<file path="src/include/lsu_params.svh">
// Width and cache geometry macros for the load/store unit, included by the package and the RTL.
`ifndef LSU_PARAMS_SVH
`define LSU_PARAMS_SVH

// Datapath widths.
`define DATA_WIDTH 32
`define ADDR_WIDTH 32
`define TAG_WIDTH 6

// Queue sizes where each entry is addressed by a one-hot select.
`define LQ_DEPTH 8
`define SQ_DEPTH 8

// Direct-mapped data cache geometry.
`define DC_LINES 8
`define DC_LINE_BYTES 16

`endif

</file>
<file path="src/rtl/lsu_pkg.sv">
// Shared types and decode helpers for the load/store unit, imported by every design unit.
`include "lsu_params.svh"

package lsu_pkg;

    // Address split used by the data cache.
    localparam int DC_OFFSET_W = $clog2(`DC_LINE_BYTES);
    localparam int DC_INDEX_W  = $clog2(`DC_LINES);
    localparam int DC_TAG_W    = `ADDR_WIDTH - DC_INDEX_W - DC_OFFSET_W;
    localparam int WORD_BYTES  = `DATA_WIDTH / 8;
    localparam int BYTE_SEL_W  = $clog2(WORD_BYTES);

    typedef enum logic [3:0] {
        LSU_FUNC_LB,
        LSU_FUNC_LH,
        LSU_FUNC_LW,
        LSU_FUNC_LBU,
        LSU_FUNC_LHU,
        LSU_FUNC_SB,
        LSU_FUNC_SH,
        LSU_FUNC_SW,
        LSU_FUNC_FILL
    } lsu_func_t;

    typedef logic [`ADDR_WIDTH-1:0]      addr_t;
    typedef logic [`DATA_WIDTH-1:0]      data_t;
    typedef logic [`TAG_WIDTH-1:0]       tag_t;
    typedef logic [`DC_LINE_BYTES*8-1:0] cacheline_t;
    typedef logic [`LQ_DEPTH-1:0]        lq_select_t;
    typedef logic [`SQ_DEPTH-1:0]        sq_select_t;

    typedef logic [DC_INDEX_W-1:0]       dc_index_t;
    typedef logic [DC_TAG_W-1:0]         dc_tag_t;

    function automatic logic is_store_func(lsu_func_t func);
        return (func == LSU_FUNC_SB) || (func == LSU_FUNC_SH) || (func == LSU_FUNC_SW);
    endfunction

    // Anything that is neither a store nor a fill is a load.
    function automatic logic is_load_func(lsu_func_t func);
        return !is_store_func(func) && (func != LSU_FUNC_FILL);
    endfunction

endpackage

</file>
<file path="src/rtl/lsu_stage_if.sv">
// One load/store operation passed between pipeline stages, driven through src and read through dst.
`timescale 1ns/10ps

interface lsu_stage_if;

    import lsu_pkg::*;

    logic       valid;      // Qualifies every other field.
    lsu_func_t  func;
    lq_select_t lq_select;
    sq_select_t sq_select;
    tag_t       tag;
    addr_t      addr;
    logic       retire;
    data_t      store_data;

    modport src (
        output valid,
        output func,
        output lq_select,
        output sq_select,
        output tag,
        output addr,
        output retire,
        output store_data
    );

    modport dst (
        input valid,
        input func,
        input lq_select,
        input sq_select,
        input tag,
        input addr,
        input retire,
        input store_data
    );

endinterface

</file>
<file path="src/rtl/lsu_am.sv">
// Address generation stage of the LSU, adding base and offset and registering the operation.
`timescale 1ns/10ps

`include "lsu_params.svh"

module lsu_am (
    input  logic                   clk,
    input  logic                   n_rst,

    input  logic                   i_flush,

    input  logic                   i_valid,
    input  lsu_pkg::lsu_func_t     i_lsu_func,
    input  lsu_pkg::lq_select_t    i_lq_select,
    input  lsu_pkg::sq_select_t    i_sq_select,
    input  lsu_pkg::tag_t          i_tag,
    input  lsu_pkg::addr_t         i_base,
    input  lsu_pkg::addr_t         i_offset,
    input  logic                   i_retire,
    input  lsu_pkg::data_t         i_store_data,

    lsu_stage_if.src               o_op
);

    import lsu_pkg::*;

    addr_t                         addr;
    addr_t                         line_addr;
    addr_t                         op_addr;

    assign addr      = i_base + i_offset;
    assign line_addr = {addr[`ADDR_WIDTH-1:DC_OFFSET_W], {DC_OFFSET_W{1'b0}}};

    // A fill always moves a whole line, so its address points at the line start.
    assign op_addr   = (i_lsu_func == LSU_FUNC_FILL) ? line_addr : addr;

    always_ff @(posedge clk) begin
        if (~n_rst) o_op.valid <= 1'b0;
        else        o_op.valid <= i_valid & ~i_flush;
    end

    always_ff @(posedge clk) begin
        o_op.func       <= i_lsu_func;
        o_op.lq_select  <= i_lq_select;
        o_op.sq_select  <= i_sq_select;
        o_op.tag        <= i_tag;
        o_op.addr       <= op_addr;
        o_op.retire     <= i_retire;
        o_op.store_data <= i_store_data;
    end

    // The queue updates three cycles later rely on at most one entry being selected.
    a_select_onehot: assert property (
        @(posedge clk) disable iff (~n_rst)
        o_op.valid |-> ($onehot0(o_op.lq_select) && $onehot0(o_op.sq_select))
    ) else $error("LSU operation selects more than one queue entry");

endmodule

</file>
<file path="src/rtl/lsu_dc.sv">
// Direct-mapped write-back data cache stage of the LSU, handling lookup, store write and line fill.
`timescale 1ns/10ps

`include "lsu_params.svh"

module lsu_dc (
    input  logic                   clk,
    input  logic                   n_rst,

    input  logic                   i_flush,

    lsu_stage_if.dst               i_op,
    input  lsu_pkg::cacheline_t    i_fill_data,

    lsu_stage_if.src               o_op,
    output logic                   o_dc_hit,
    output lsu_pkg::data_t         o_dc_data,
    output logic                   o_dc_victim_valid,
    output logic                   o_dc_victim_dirty,
    output lsu_pkg::addr_t         o_dc_victim_addr,
    output lsu_pkg::cacheline_t    o_dc_victim_data
);

    import lsu_pkg::*;

    dc_tag_t                       tag_q  [`DC_LINES];
    cacheline_t                    data_q [`DC_LINES];
    logic [`DC_LINES-1:0]          valid_q;
    logic [`DC_LINES-1:0]          dirty_q;

    dc_index_t                     index;
    dc_tag_t                       tag;
    logic [DC_OFFSET_W-BYTE_SEL_W-1:0] word_sel;
    logic [BYTE_SEL_W-1:0]         byte_sel;
    logic                          hit;
    data_t                         word;
    data_t                         shifted;
    data_t                         load_word;
    logic                          fill_en;
    logic                          store_en;
    logic [WORD_BYTES-1:0]         word_be;
    data_t                         word_wdata;
    logic [`DC_LINE_BYTES-1:0]     line_be;
    cacheline_t                    line_wdata;

    assign index    = i_op.addr[DC_OFFSET_W +: DC_INDEX_W];
    assign tag      = i_op.addr[`ADDR_WIDTH-1 -: DC_TAG_W];
    assign word_sel = i_op.addr[DC_OFFSET_W-1:BYTE_SEL_W];
    assign byte_sel = i_op.addr[BYTE_SEL_W-1:0];

    assign hit      = valid_q[index] & (tag_q[index] == tag);
    assign word     = data_q[index][word_sel*`DATA_WIDTH +: `DATA_WIDTH];
    assign shifted  = word >> (8 * byte_sel);   // Accessed byte lands in bit 0.

    // Unsigned loads are masked here, signed ones are extended in the execute stage.
    always_comb begin
        case (i_op.func)
            LSU_FUNC_LBU: load_word = {{(`DATA_WIDTH-8){1'b0}}, shifted[7:0]};
            LSU_FUNC_LHU: load_word = {{(`DATA_WIDTH-16){1'b0}}, shifted[15:0]};
            default:      load_word = shifted;
        endcase
    end

    // Store data is replicated over the word and the byte enables pick the lanes.
    always_comb begin
        case (i_op.func)
            LSU_FUNC_SB: begin
                word_be    = WORD_BYTES'(1) << byte_sel;
                word_wdata = {WORD_BYTES{i_op.store_data[7:0]}};
            end
            LSU_FUNC_SH: begin
                word_be    = WORD_BYTES'(3) << byte_sel;
                word_wdata = {(WORD_BYTES/2){i_op.store_data[15:0]}};
            end
            default: begin
                word_be    = '1;
                word_wdata = i_op.store_data;
            end
        endcase
    end

    assign line_be    = `DC_LINE_BYTES'(word_be) << (word_sel * WORD_BYTES);
    assign line_wdata = {(`DC_LINE_BYTES/WORD_BYTES){word_wdata}};

    assign fill_en  = i_op.valid & ~i_flush & (i_op.func == LSU_FUNC_FILL);
    assign store_en = i_op.valid & ~i_flush & is_store_func(i_op.func) & i_op.retire & hit;

    always_ff @(posedge clk) begin
        if (fill_en) begin
            data_q[index] <= i_fill_data;
            tag_q[index]  <= tag;
        end else if (store_en) begin
            for (int b = 0; b < `DC_LINE_BYTES; b++) begin
                if (line_be[b]) data_q[index][b*8 +: 8] <= line_wdata[b*8 +: 8];
            end
        end
    end

    always_ff @(posedge clk) begin
        if (~n_rst) begin
            valid_q <= '0;
            dirty_q <= '0;
        end else if (fill_en) begin
            valid_q[index] <= 1'b1;
            dirty_q[index] <= 1'b0;     // Freshly filled lines match memory.
        end else if (store_en) begin
            dirty_q[index] <= 1'b1;
        end
    end

    always_ff @(posedge clk) begin
        if (~n_rst) o_op.valid <= 1'b0;
        else        o_op.valid <= i_op.valid & ~i_flush;
    end

    // The victim fields reflect the line before this cycle's write.
    always_ff @(posedge clk) begin
        o_op.func         <= i_op.func;
        o_op.lq_select    <= i_op.lq_select;
        o_op.sq_select    <= i_op.sq_select;
        o_op.tag          <= i_op.tag;
        o_op.addr         <= i_op.addr;
        o_op.retire       <= i_op.retire;
        o_op.store_data   <= i_op.store_data;
        o_dc_hit          <= hit;
        o_dc_data         <= load_word;
        o_dc_victim_valid <= valid_q[index];
        o_dc_victim_dirty <= dirty_q[index];
        o_dc_victim_addr  <= {tag_q[index], index, {DC_OFFSET_W{1'b0}}};
        o_dc_victim_data  <= data_q[index];
    end

    // Fill alignment is done in address generation, and the victim address assumes it.
    a_fill_aligned: assert property (
        @(posedge clk) disable iff (~n_rst)
        (i_op.valid && i_op.func == LSU_FUNC_FILL) |-> (i_op.addr[DC_OFFSET_W-1:0] == '0)
    ) else $error("FILL address is not line aligned");

endmodule

</file>
<file path="src/rtl/lsu_ex.sv">
// Execute stage of the LSU, producing result broadcasts, queue updates and victim enqueues.
`timescale 1ns/10ps

`include "lsu_params.svh"

module lsu_ex (
    input  logic                   clk,
    input  logic                   n_rst,

    input  logic                   i_flush,

    lsu_stage_if.dst               i_op,

    input  logic                   i_dc_hit,
    input  lsu_pkg::data_t         i_dc_data,
    input  logic                   i_dc_victim_valid,
    input  logic                   i_dc_victim_dirty,
    input  lsu_pkg::addr_t         i_dc_victim_addr,
    input  lsu_pkg::cacheline_t    i_dc_victim_data,

    output logic                   o_valid,
    output lsu_pkg::data_t         o_data,
    output lsu_pkg::addr_t         o_addr,
    output lsu_pkg::tag_t          o_tag,

    output logic                   o_update_lq_en,
    output lsu_pkg::lq_select_t    o_update_lq_select,
    output logic                   o_update_lq_retry,
    output logic                   o_update_sq_en,
    output lsu_pkg::sq_select_t    o_update_sq_select,
    output logic                   o_update_sq_retry,

    output logic                   o_victim_en,
    output lsu_pkg::addr_t         o_victim_addr,
    output lsu_pkg::cacheline_t    o_victim_data
);

    import lsu_pkg::*;

    logic                          is_fill;
    logic                          is_store;
    logic                          is_load;
    logic                          live;
    data_t                         load_data;

    assign is_fill  = i_op.func == LSU_FUNC_FILL;
    assign is_store = is_store_func(i_op.func);
    assign is_load  = is_load_func(i_op.func);
    assign live     = i_op.valid & ~i_flush;

    // Signed loads are extended here.
    always_comb begin
        case (i_op.func)
            LSU_FUNC_LB: load_data = {{(`DATA_WIDTH-8){i_dc_data[7]}}, i_dc_data[7:0]};
            LSU_FUNC_LH: load_data = {{(`DATA_WIDTH-16){i_dc_data[15]}}, i_dc_data[15:0]};
            default:     load_data = i_dc_data;
        endcase
    end

    always_ff @(posedge clk) begin
        o_data             <= load_data;
        o_addr             <= i_op.addr;
        o_tag              <= i_op.tag;
        o_update_lq_select <= i_op.lq_select;
        o_update_lq_retry  <= ~i_dc_hit;
        o_update_sq_select <= i_op.sq_select;
        o_update_sq_retry  <= ~i_dc_hit;
        o_victim_addr      <= i_dc_victim_addr;
        o_victim_data      <= i_dc_victim_data;
    end

    // Retiring stores were already broadcast at issue.
    always_ff @(posedge clk) begin
        if (~n_rst) o_valid <= 1'b0;
        else        o_valid <= live & ~is_fill & ~i_op.retire & (i_dc_hit | is_store);
    end

    always_ff @(posedge clk) begin
        if (~n_rst) begin
            o_update_lq_en <= 1'b0;
            o_update_sq_en <= 1'b0;
        end else begin
            o_update_lq_en <= live & is_load;
            o_update_sq_en <= live & i_op.retire;
        end
    end

    always_ff @(posedge clk) begin
        if (~n_rst) o_victim_en <= 1'b0;
        else        o_victim_en <= live & is_fill & i_dc_victim_valid & i_dc_victim_dirty;
    end

    // A fill never produces a result, so the victim path and the broadcast never collide.
    a_victim_no_broadcast: assert property (
        @(posedge clk) disable iff (~n_rst)
        !(o_victim_en && o_valid)
    ) else $error("Victim enqueue and broadcast in the same cycle");

endmodule

</file>
<file path="src/rtl/lsu_top.sv">
// Top level of the LSU back end, chaining address generation, data cache and execute stages.
`timescale 1ns/10ps

module lsu_top (
    input  logic                   clk,
    input  logic                   n_rst,

    input  logic                   i_flush,

    input  logic                   i_valid,
    input  lsu_pkg::lsu_func_t     i_lsu_func,
    input  lsu_pkg::lq_select_t    i_lq_select,
    input  lsu_pkg::sq_select_t    i_sq_select,
    input  lsu_pkg::tag_t          i_tag,
    input  lsu_pkg::addr_t         i_base,
    input  lsu_pkg::addr_t         i_offset,
    input  logic                   i_retire,
    input  lsu_pkg::data_t         i_store_data,
    input  lsu_pkg::cacheline_t    i_fill_data,

    output logic                   o_valid,
    output lsu_pkg::data_t         o_data,
    output lsu_pkg::addr_t         o_addr,
    output lsu_pkg::tag_t          o_tag,

    output logic                   o_update_lq_en,
    output lsu_pkg::lq_select_t    o_update_lq_select,
    output logic                   o_update_lq_retry,
    output logic                   o_update_sq_en,
    output lsu_pkg::sq_select_t    o_update_sq_select,
    output logic                   o_update_sq_retry,

    output logic                   o_victim_en,
    output lsu_pkg::addr_t         o_victim_addr,
    output lsu_pkg::cacheline_t    o_victim_data
);

    import lsu_pkg::*;

    logic                          dc_hit;
    data_t                         dc_data;
    logic                          dc_victim_valid;
    logic                          dc_victim_dirty;
    addr_t                         dc_victim_addr;
    cacheline_t                    dc_victim_data;

    lsu_stage_if am_dc ();
    lsu_stage_if dc_ex ();

    lsu_am u_am (
        .clk                (clk),
        .n_rst              (n_rst),
        .i_flush            (i_flush),
        .i_valid            (i_valid),
        .i_lsu_func         (i_lsu_func),
        .i_lq_select        (i_lq_select),
        .i_sq_select        (i_sq_select),
        .i_tag              (i_tag),
        .i_base             (i_base),
        .i_offset           (i_offset),
        .i_retire           (i_retire),
        .i_store_data       (i_store_data),
        .o_op               (am_dc.src)
    );

    lsu_dc u_dc (
        .clk                (clk),
        .n_rst              (n_rst),
        .i_flush            (i_flush),
        .i_op               (am_dc.dst),
        .i_fill_data        (i_fill_data),  // Fill data is sampled while the FILL is in this stage.
        .o_op               (dc_ex.src),
        .o_dc_hit           (dc_hit),
        .o_dc_data          (dc_data),
        .o_dc_victim_valid  (dc_victim_valid),
        .o_dc_victim_dirty  (dc_victim_dirty),
        .o_dc_victim_addr   (dc_victim_addr),
        .o_dc_victim_data   (dc_victim_data)
    );

    lsu_ex u_ex (
        .clk                (clk),
        .n_rst              (n_rst),
        .i_flush            (i_flush),
        .i_op               (dc_ex.dst),
        .i_dc_hit           (dc_hit),
        .i_dc_data          (dc_data),
        .i_dc_victim_valid  (dc_victim_valid),
        .i_dc_victim_dirty  (dc_victim_dirty),
        .i_dc_victim_addr   (dc_victim_addr),
        .i_dc_victim_data   (dc_victim_data),
        .o_valid            (o_valid),
        .o_data             (o_data),
        .o_addr             (o_addr),
        .o_tag              (o_tag),
        .o_update_lq_en     (o_update_lq_en),
        .o_update_lq_select (o_update_lq_select),
        .o_update_lq_retry  (o_update_lq_retry),
        .o_update_sq_en     (o_update_sq_en),
        .o_update_sq_select (o_update_sq_select),
        .o_update_sq_retry  (o_update_sq_retry),
        .o_victim_en        (o_victim_en),
        .o_victim_addr      (o_victim_addr),
        .o_victim_data      (o_victim_data)
    );

endmodule

</file>
<file path="config.mk">
export PLATFORM = sky130hd
export DESIGN_NAME = lsu_top
export DESIGN_NICKNAME = d
export VERILOG_FILES = /design/src/rtl/lsu_pkg.sv /design/src/rtl/lsu_stage_if.sv /design/src/rtl/lsu_am.sv /design/src/rtl/lsu_dc.sv /design/src/rtl/lsu_ex.sv /design/src/rtl/lsu_top.sv
export VERILOG_INCLUDE_DIRS = /design/src /design/src/include
export SDC_FILE = /design/constraint.sdc
export NUM_CORES = 2
export LEC_CHECK = 0
export BUFFER_PORTS_ARGS = -buffer_cell sky130_fd_sc_hd__buf_2
export CORE_UTILIZATION = 59
export DETAILED_ROUTE_END_ITERATION = 7
export PLACE_DENSITY_LB_ADDON = 0.12
export RECOVER_POWER = 25
export SYNTH_ARGS = -nofsm -noshare
export SYNTH_HDL_FRONTEND = slang
export SYNTH_SLANG_ARGS = --single-unit
</file>
<file path="constraint.sdc">
create_clock -name clk -period 4.6 [get_ports clk]
set_input_delay 0.92 -clock clk [delete_from_list [all_inputs] [get_ports clk]]
set_output_delay 0.92 -clock clk [all_outputs]
set_load 0.02 [all_outputs]
</file>
==> metrics.md <==
| Metric | Value |
|---|---|
| Status | finished, violations left |
| Violated checks | max-capacitance violations, max-slew violations |
| Synth top cells by count | edfxtp_1 (1224), dfxtp_1 (600), mux2_2 (225) |
| TritonCTS Buffers | approximately 170 |
| Setup TNS | 0 ns |
| # resized after CTS | 0 |
| Synth Cell Area | about 0.065 sq mm |
| Area grow syn2layout | 17.19% |
| Area of the multi-input gates | roughly 0.015 sq mm |
| Reg power frac | between 40% and 50% |
| Power density cells | between 500 and 600 mW/mm^2 |
| Routed wire per std cell | roughly 30 microns |
| Max Cap Violations | 2 |
| Synthesized instance count | between 3000 and 4000 |
| Post-CTS Hold Buffers | 0 |
| Most frequent cell after synthesis | edfxtp_1 |
| Overall Global Routing Usage | between 30 and 40% |
| Crit share post-route | between 90% and 100% |
| Synth cell types | approximately 80 |
| Clock Latency Late Sink | slightly below 0.8 ns |
| Setup bufs post-CTS | 0 |
| Place WS | between 0.3 and 0.4 ns |
| Layout Nets | 4968 |
| Synth area leaders | edfxtp_1 (57%), dfxtp_1 (19%), mux2_2 (3.9%) |
| ANT nets after route | 0 |
| Fmax | about 230 MHz |
| Hpwl dp | approximately 130000 microns |
| HP Class | input port to register |
| Unrepaired setup endpoints after global routing | false |
| Slew Viols, Final | 57 |
| Final worst setup slack | approximately 0.28 ns |
| Gate power share | ~18% |
| Pint | 0.02949 W |
| H-tree Lvls | 4 |
| FF/Latch Area | approximately 0.049 sq mm |
| Die area | approximately 0.11 sq mm |
| Min cycle time layout | around 4.3 ns |
| DR vias/cell | around 6.3 |
| Chip height | around 330 microns |
| WL final | about 190000 microns |
| Relative slew margins | -39.91% |
| Input/output buffers | ~500 |
| Rows | around 120 |
| Clock-pin slew on the worst setup and hold paths | approximately 0.06 ns |
| Final Skew | about 0.035 ns |
| Die width | about 330 microns |
| First-pass DRT Iterations | 6 |
| Final hold vios | 0 |
| Peak VDD IR | approximately 0.00038 V |
| Via count | slightly below 40000 |
| CP Launch Type | register |
| Layout cell share with drive strength beyond 1 | ~25% |
| # clock sinks | ~1800 |
| Slew @ Worst Pin | 2.099 ns |
| Main synth FF type | edfxtp_1 |
| IO Pins | about 500 |
| Synth Register Bits | between 1500 and 2000 |
| CTS tree | built |
| Fill cells | 7299 |
| Congestion Overflow GR | 0 |
| Final setup viols | 0 |
| NetSw | roughly 0.012 W |
| Post-synthesis sequential area ratio | between 70% and 80% |
| Worst setup path class | register to register |
| CP Capture Type | register |
| Largest net degree at the start of global routing | 137 |
| Clock Path Buffers | 3 |
| Area share of the largest cell type after synthesis | roughly 57% |
| CTS Root Cell | clkbuf_16 |
| Asr flop ratio synth | 0% |
| Post-synth EDFFs | approximately 1200 |
| First-pass GRT wire length | 265700 microns |
| Critical Path AT | roughly 4.8 ns |
| Initial antenna violation count | 9 |
| Clk pwr share | around a third |
| Crit-path max FO | 42 |
| Area leader, netlist | edfxtp_1 |
| CP Data Required Time | between 5 and 6 ns |
| Number of synthesis warnings | 0 |
| Core ar. | between 0.1 and 0.15 sq mm |
| Initial DRC Count | between 5000 and 6000 |
| Initial core utilization | around 59% |
| Switching part of the total | 29.13% |
| DRC | 0 |
| Post-synthesis area per instance | approximately 16 sq um |
| Vias in the first global route | between 30000 and 40000 |
| Final Util | a little over two thirds |
| Leak | 27.36 nW |
| Gpl congestion | 0.8868 |
[flip-flops by register name (all words and copies together), names as in the netlist, 8 cells and up, named ones only]
name	flops
u_am.o_op.addr	32
u_am.o_op.lq_select	8
u_am.o_op.sq_select	8
u_am.o_op.store_data	32
u_dc.data_q	1024
u_dc.o_dc_data	32
u_dc.o_dc_victim_addr	25
u_dc.o_dc_victim_data	128
u_dc.o_op.addr	32
u_dc.o_op.lq_select	8
u_dc.o_op.sq_select	8
u_dc.tag_q	200
u_dc.valid_q	8
u_ex.o_addr	32
u_ex.o_data	32
u_ex.o_update_lq_select	8
u_ex.o_update_sq_select	8
u_ex.o_victim_addr	25
u_ex.o_victim_data	128
[power groups by stage]
stage          registers, W  logic, W  clock network (W)
6_report             0.0200   0.00745             0.0142
5_1_grt              0.0201   0.00771             0.0149
4_1_cts              0.0200   0.00756             0.0142
3_5_place_dp         0.0203   0.00753                  0
3_3_place_gp         0.0203   0.00752                  0
2_1_floorplan        0.0208   0.00326                  0
[layer usage]
metal | part of all wire [%] | wire [microns] | global-route usage (%) | vias to the layer above
met4 | 4.4 | 8304 | 13.72 | 2
li1 | - | - | - | 16720
met3 | 12 | 22410 | 8.617 | 441
met2 | 46 | 86830 | 52.14 | 2652
met5 | 0.0069 | 13 | 0 | -
met1 | 38 | 71660 | 46.16 | 19462
[worst paths after layout]
check / start / to / slack, ns / depth (start not counted)
max: u_am.o_op.addr[6] / u_dc.data_q[0][64] / 0.28 / 11
min: i_store_data[1] / u_am.o_op.store_data[1] / 0.23 / 1
max reg2reg: u_am.o_op.addr[6] / u_dc.data_q[0][64] / 0.28 / 11
min reg2reg: u_dc.o_dc_victim_data[60] / u_ex.o_victim_data[60] / 0.32 / 0
[critical path, cell delays in order, from the launching register on]
cell      delay (ns)
dfxtp_4         0.83
clkbuf_1        0.37
mux2i_1         0.13
mux4_2          0.51
xnor2_1         0.20
nor3_1          0.19
nand4_1         0.10
and4bb_1        0.32
buf_12          0.26
nand3_2         0.42
a21oi_1         0.37
buf_4           0.24
[stage by stage]
stage,hold WS [ns],total power [W],cell area [sq um],cells
floorplan,0.3096,0.02403,64690,3938
global placement,0.3098,0.02782,70390,5919
detailed placement,0.3121,0.02786,70390,5919
CTS,0.2033,0.04182,76130,6247
global route,0.2102,0.04274,75790,6247
finish,0.2321,0.04162,75800,6248
[cell type report]
| cell class | count | share of cell area (%) |
|---|---|---|
| well taps | 1414 | 2.334 |
| clock buffers | 240 | 6.628 |
| clock inverters | 88 | 0.9475 |
| multi-input cells | 1804 | 19.17 |
| diodes | 1 | 0.003302 |
| inverters | 75 | 0.3714 |
| flip-flops and latches | 1824 | 64.35 |
| repair buffers | 802 | 6.189 |
[cell usage in the layout (no fill, tap or decap), types with 18 or more instances in the layout]
cell          n
mux4_2       65
a21oi_1     216
nor2_1      108
clkbuf_8     25
nand3_1      31
mux2i_1     127
buf_2       255
a221oi_1     97
a22oi_1     211
o21ai_0      97
nand2_1     154
nand4_1      24
buf_12       20
xnor2_1      29
mux2_2      224
a22o_1       25
clkbuf_1    283
clkbuf_16   182
mux2_4       22
ha_1         31
edfxtp_1   1224
a221o_1      24
dfxtp_1     597
clkinv_1     19
and4_1       18
nor3_1       19
buf_4       276
clkinv_2     38
a21o_1       29
inv_1        73
[logic make-up (layout without fill, tap and decap cells)]
| kind of cell | after synthesis | after routing | synth area share (%) |
|---|---|---|---|
| AOI/OAI and AO/OA | 799 | 799 | 8.470 |
| xor gates and xnor gates | 44 | 44 | 0.5959 |
| adders and majority gates | 32 | 32 | 0.6307 |
| buffers and inverters | 310 | 1205 | 2.250 |
| DFF | 1824 | 1824 | 75.40 |
| muxes | 442 | 442 | 8.729 |
| other | 1 | 5 | 0.005798 |
| and+or+nand+nor | 483 | 483 | 3.916 |
Power figures use the tool's default switching activity.
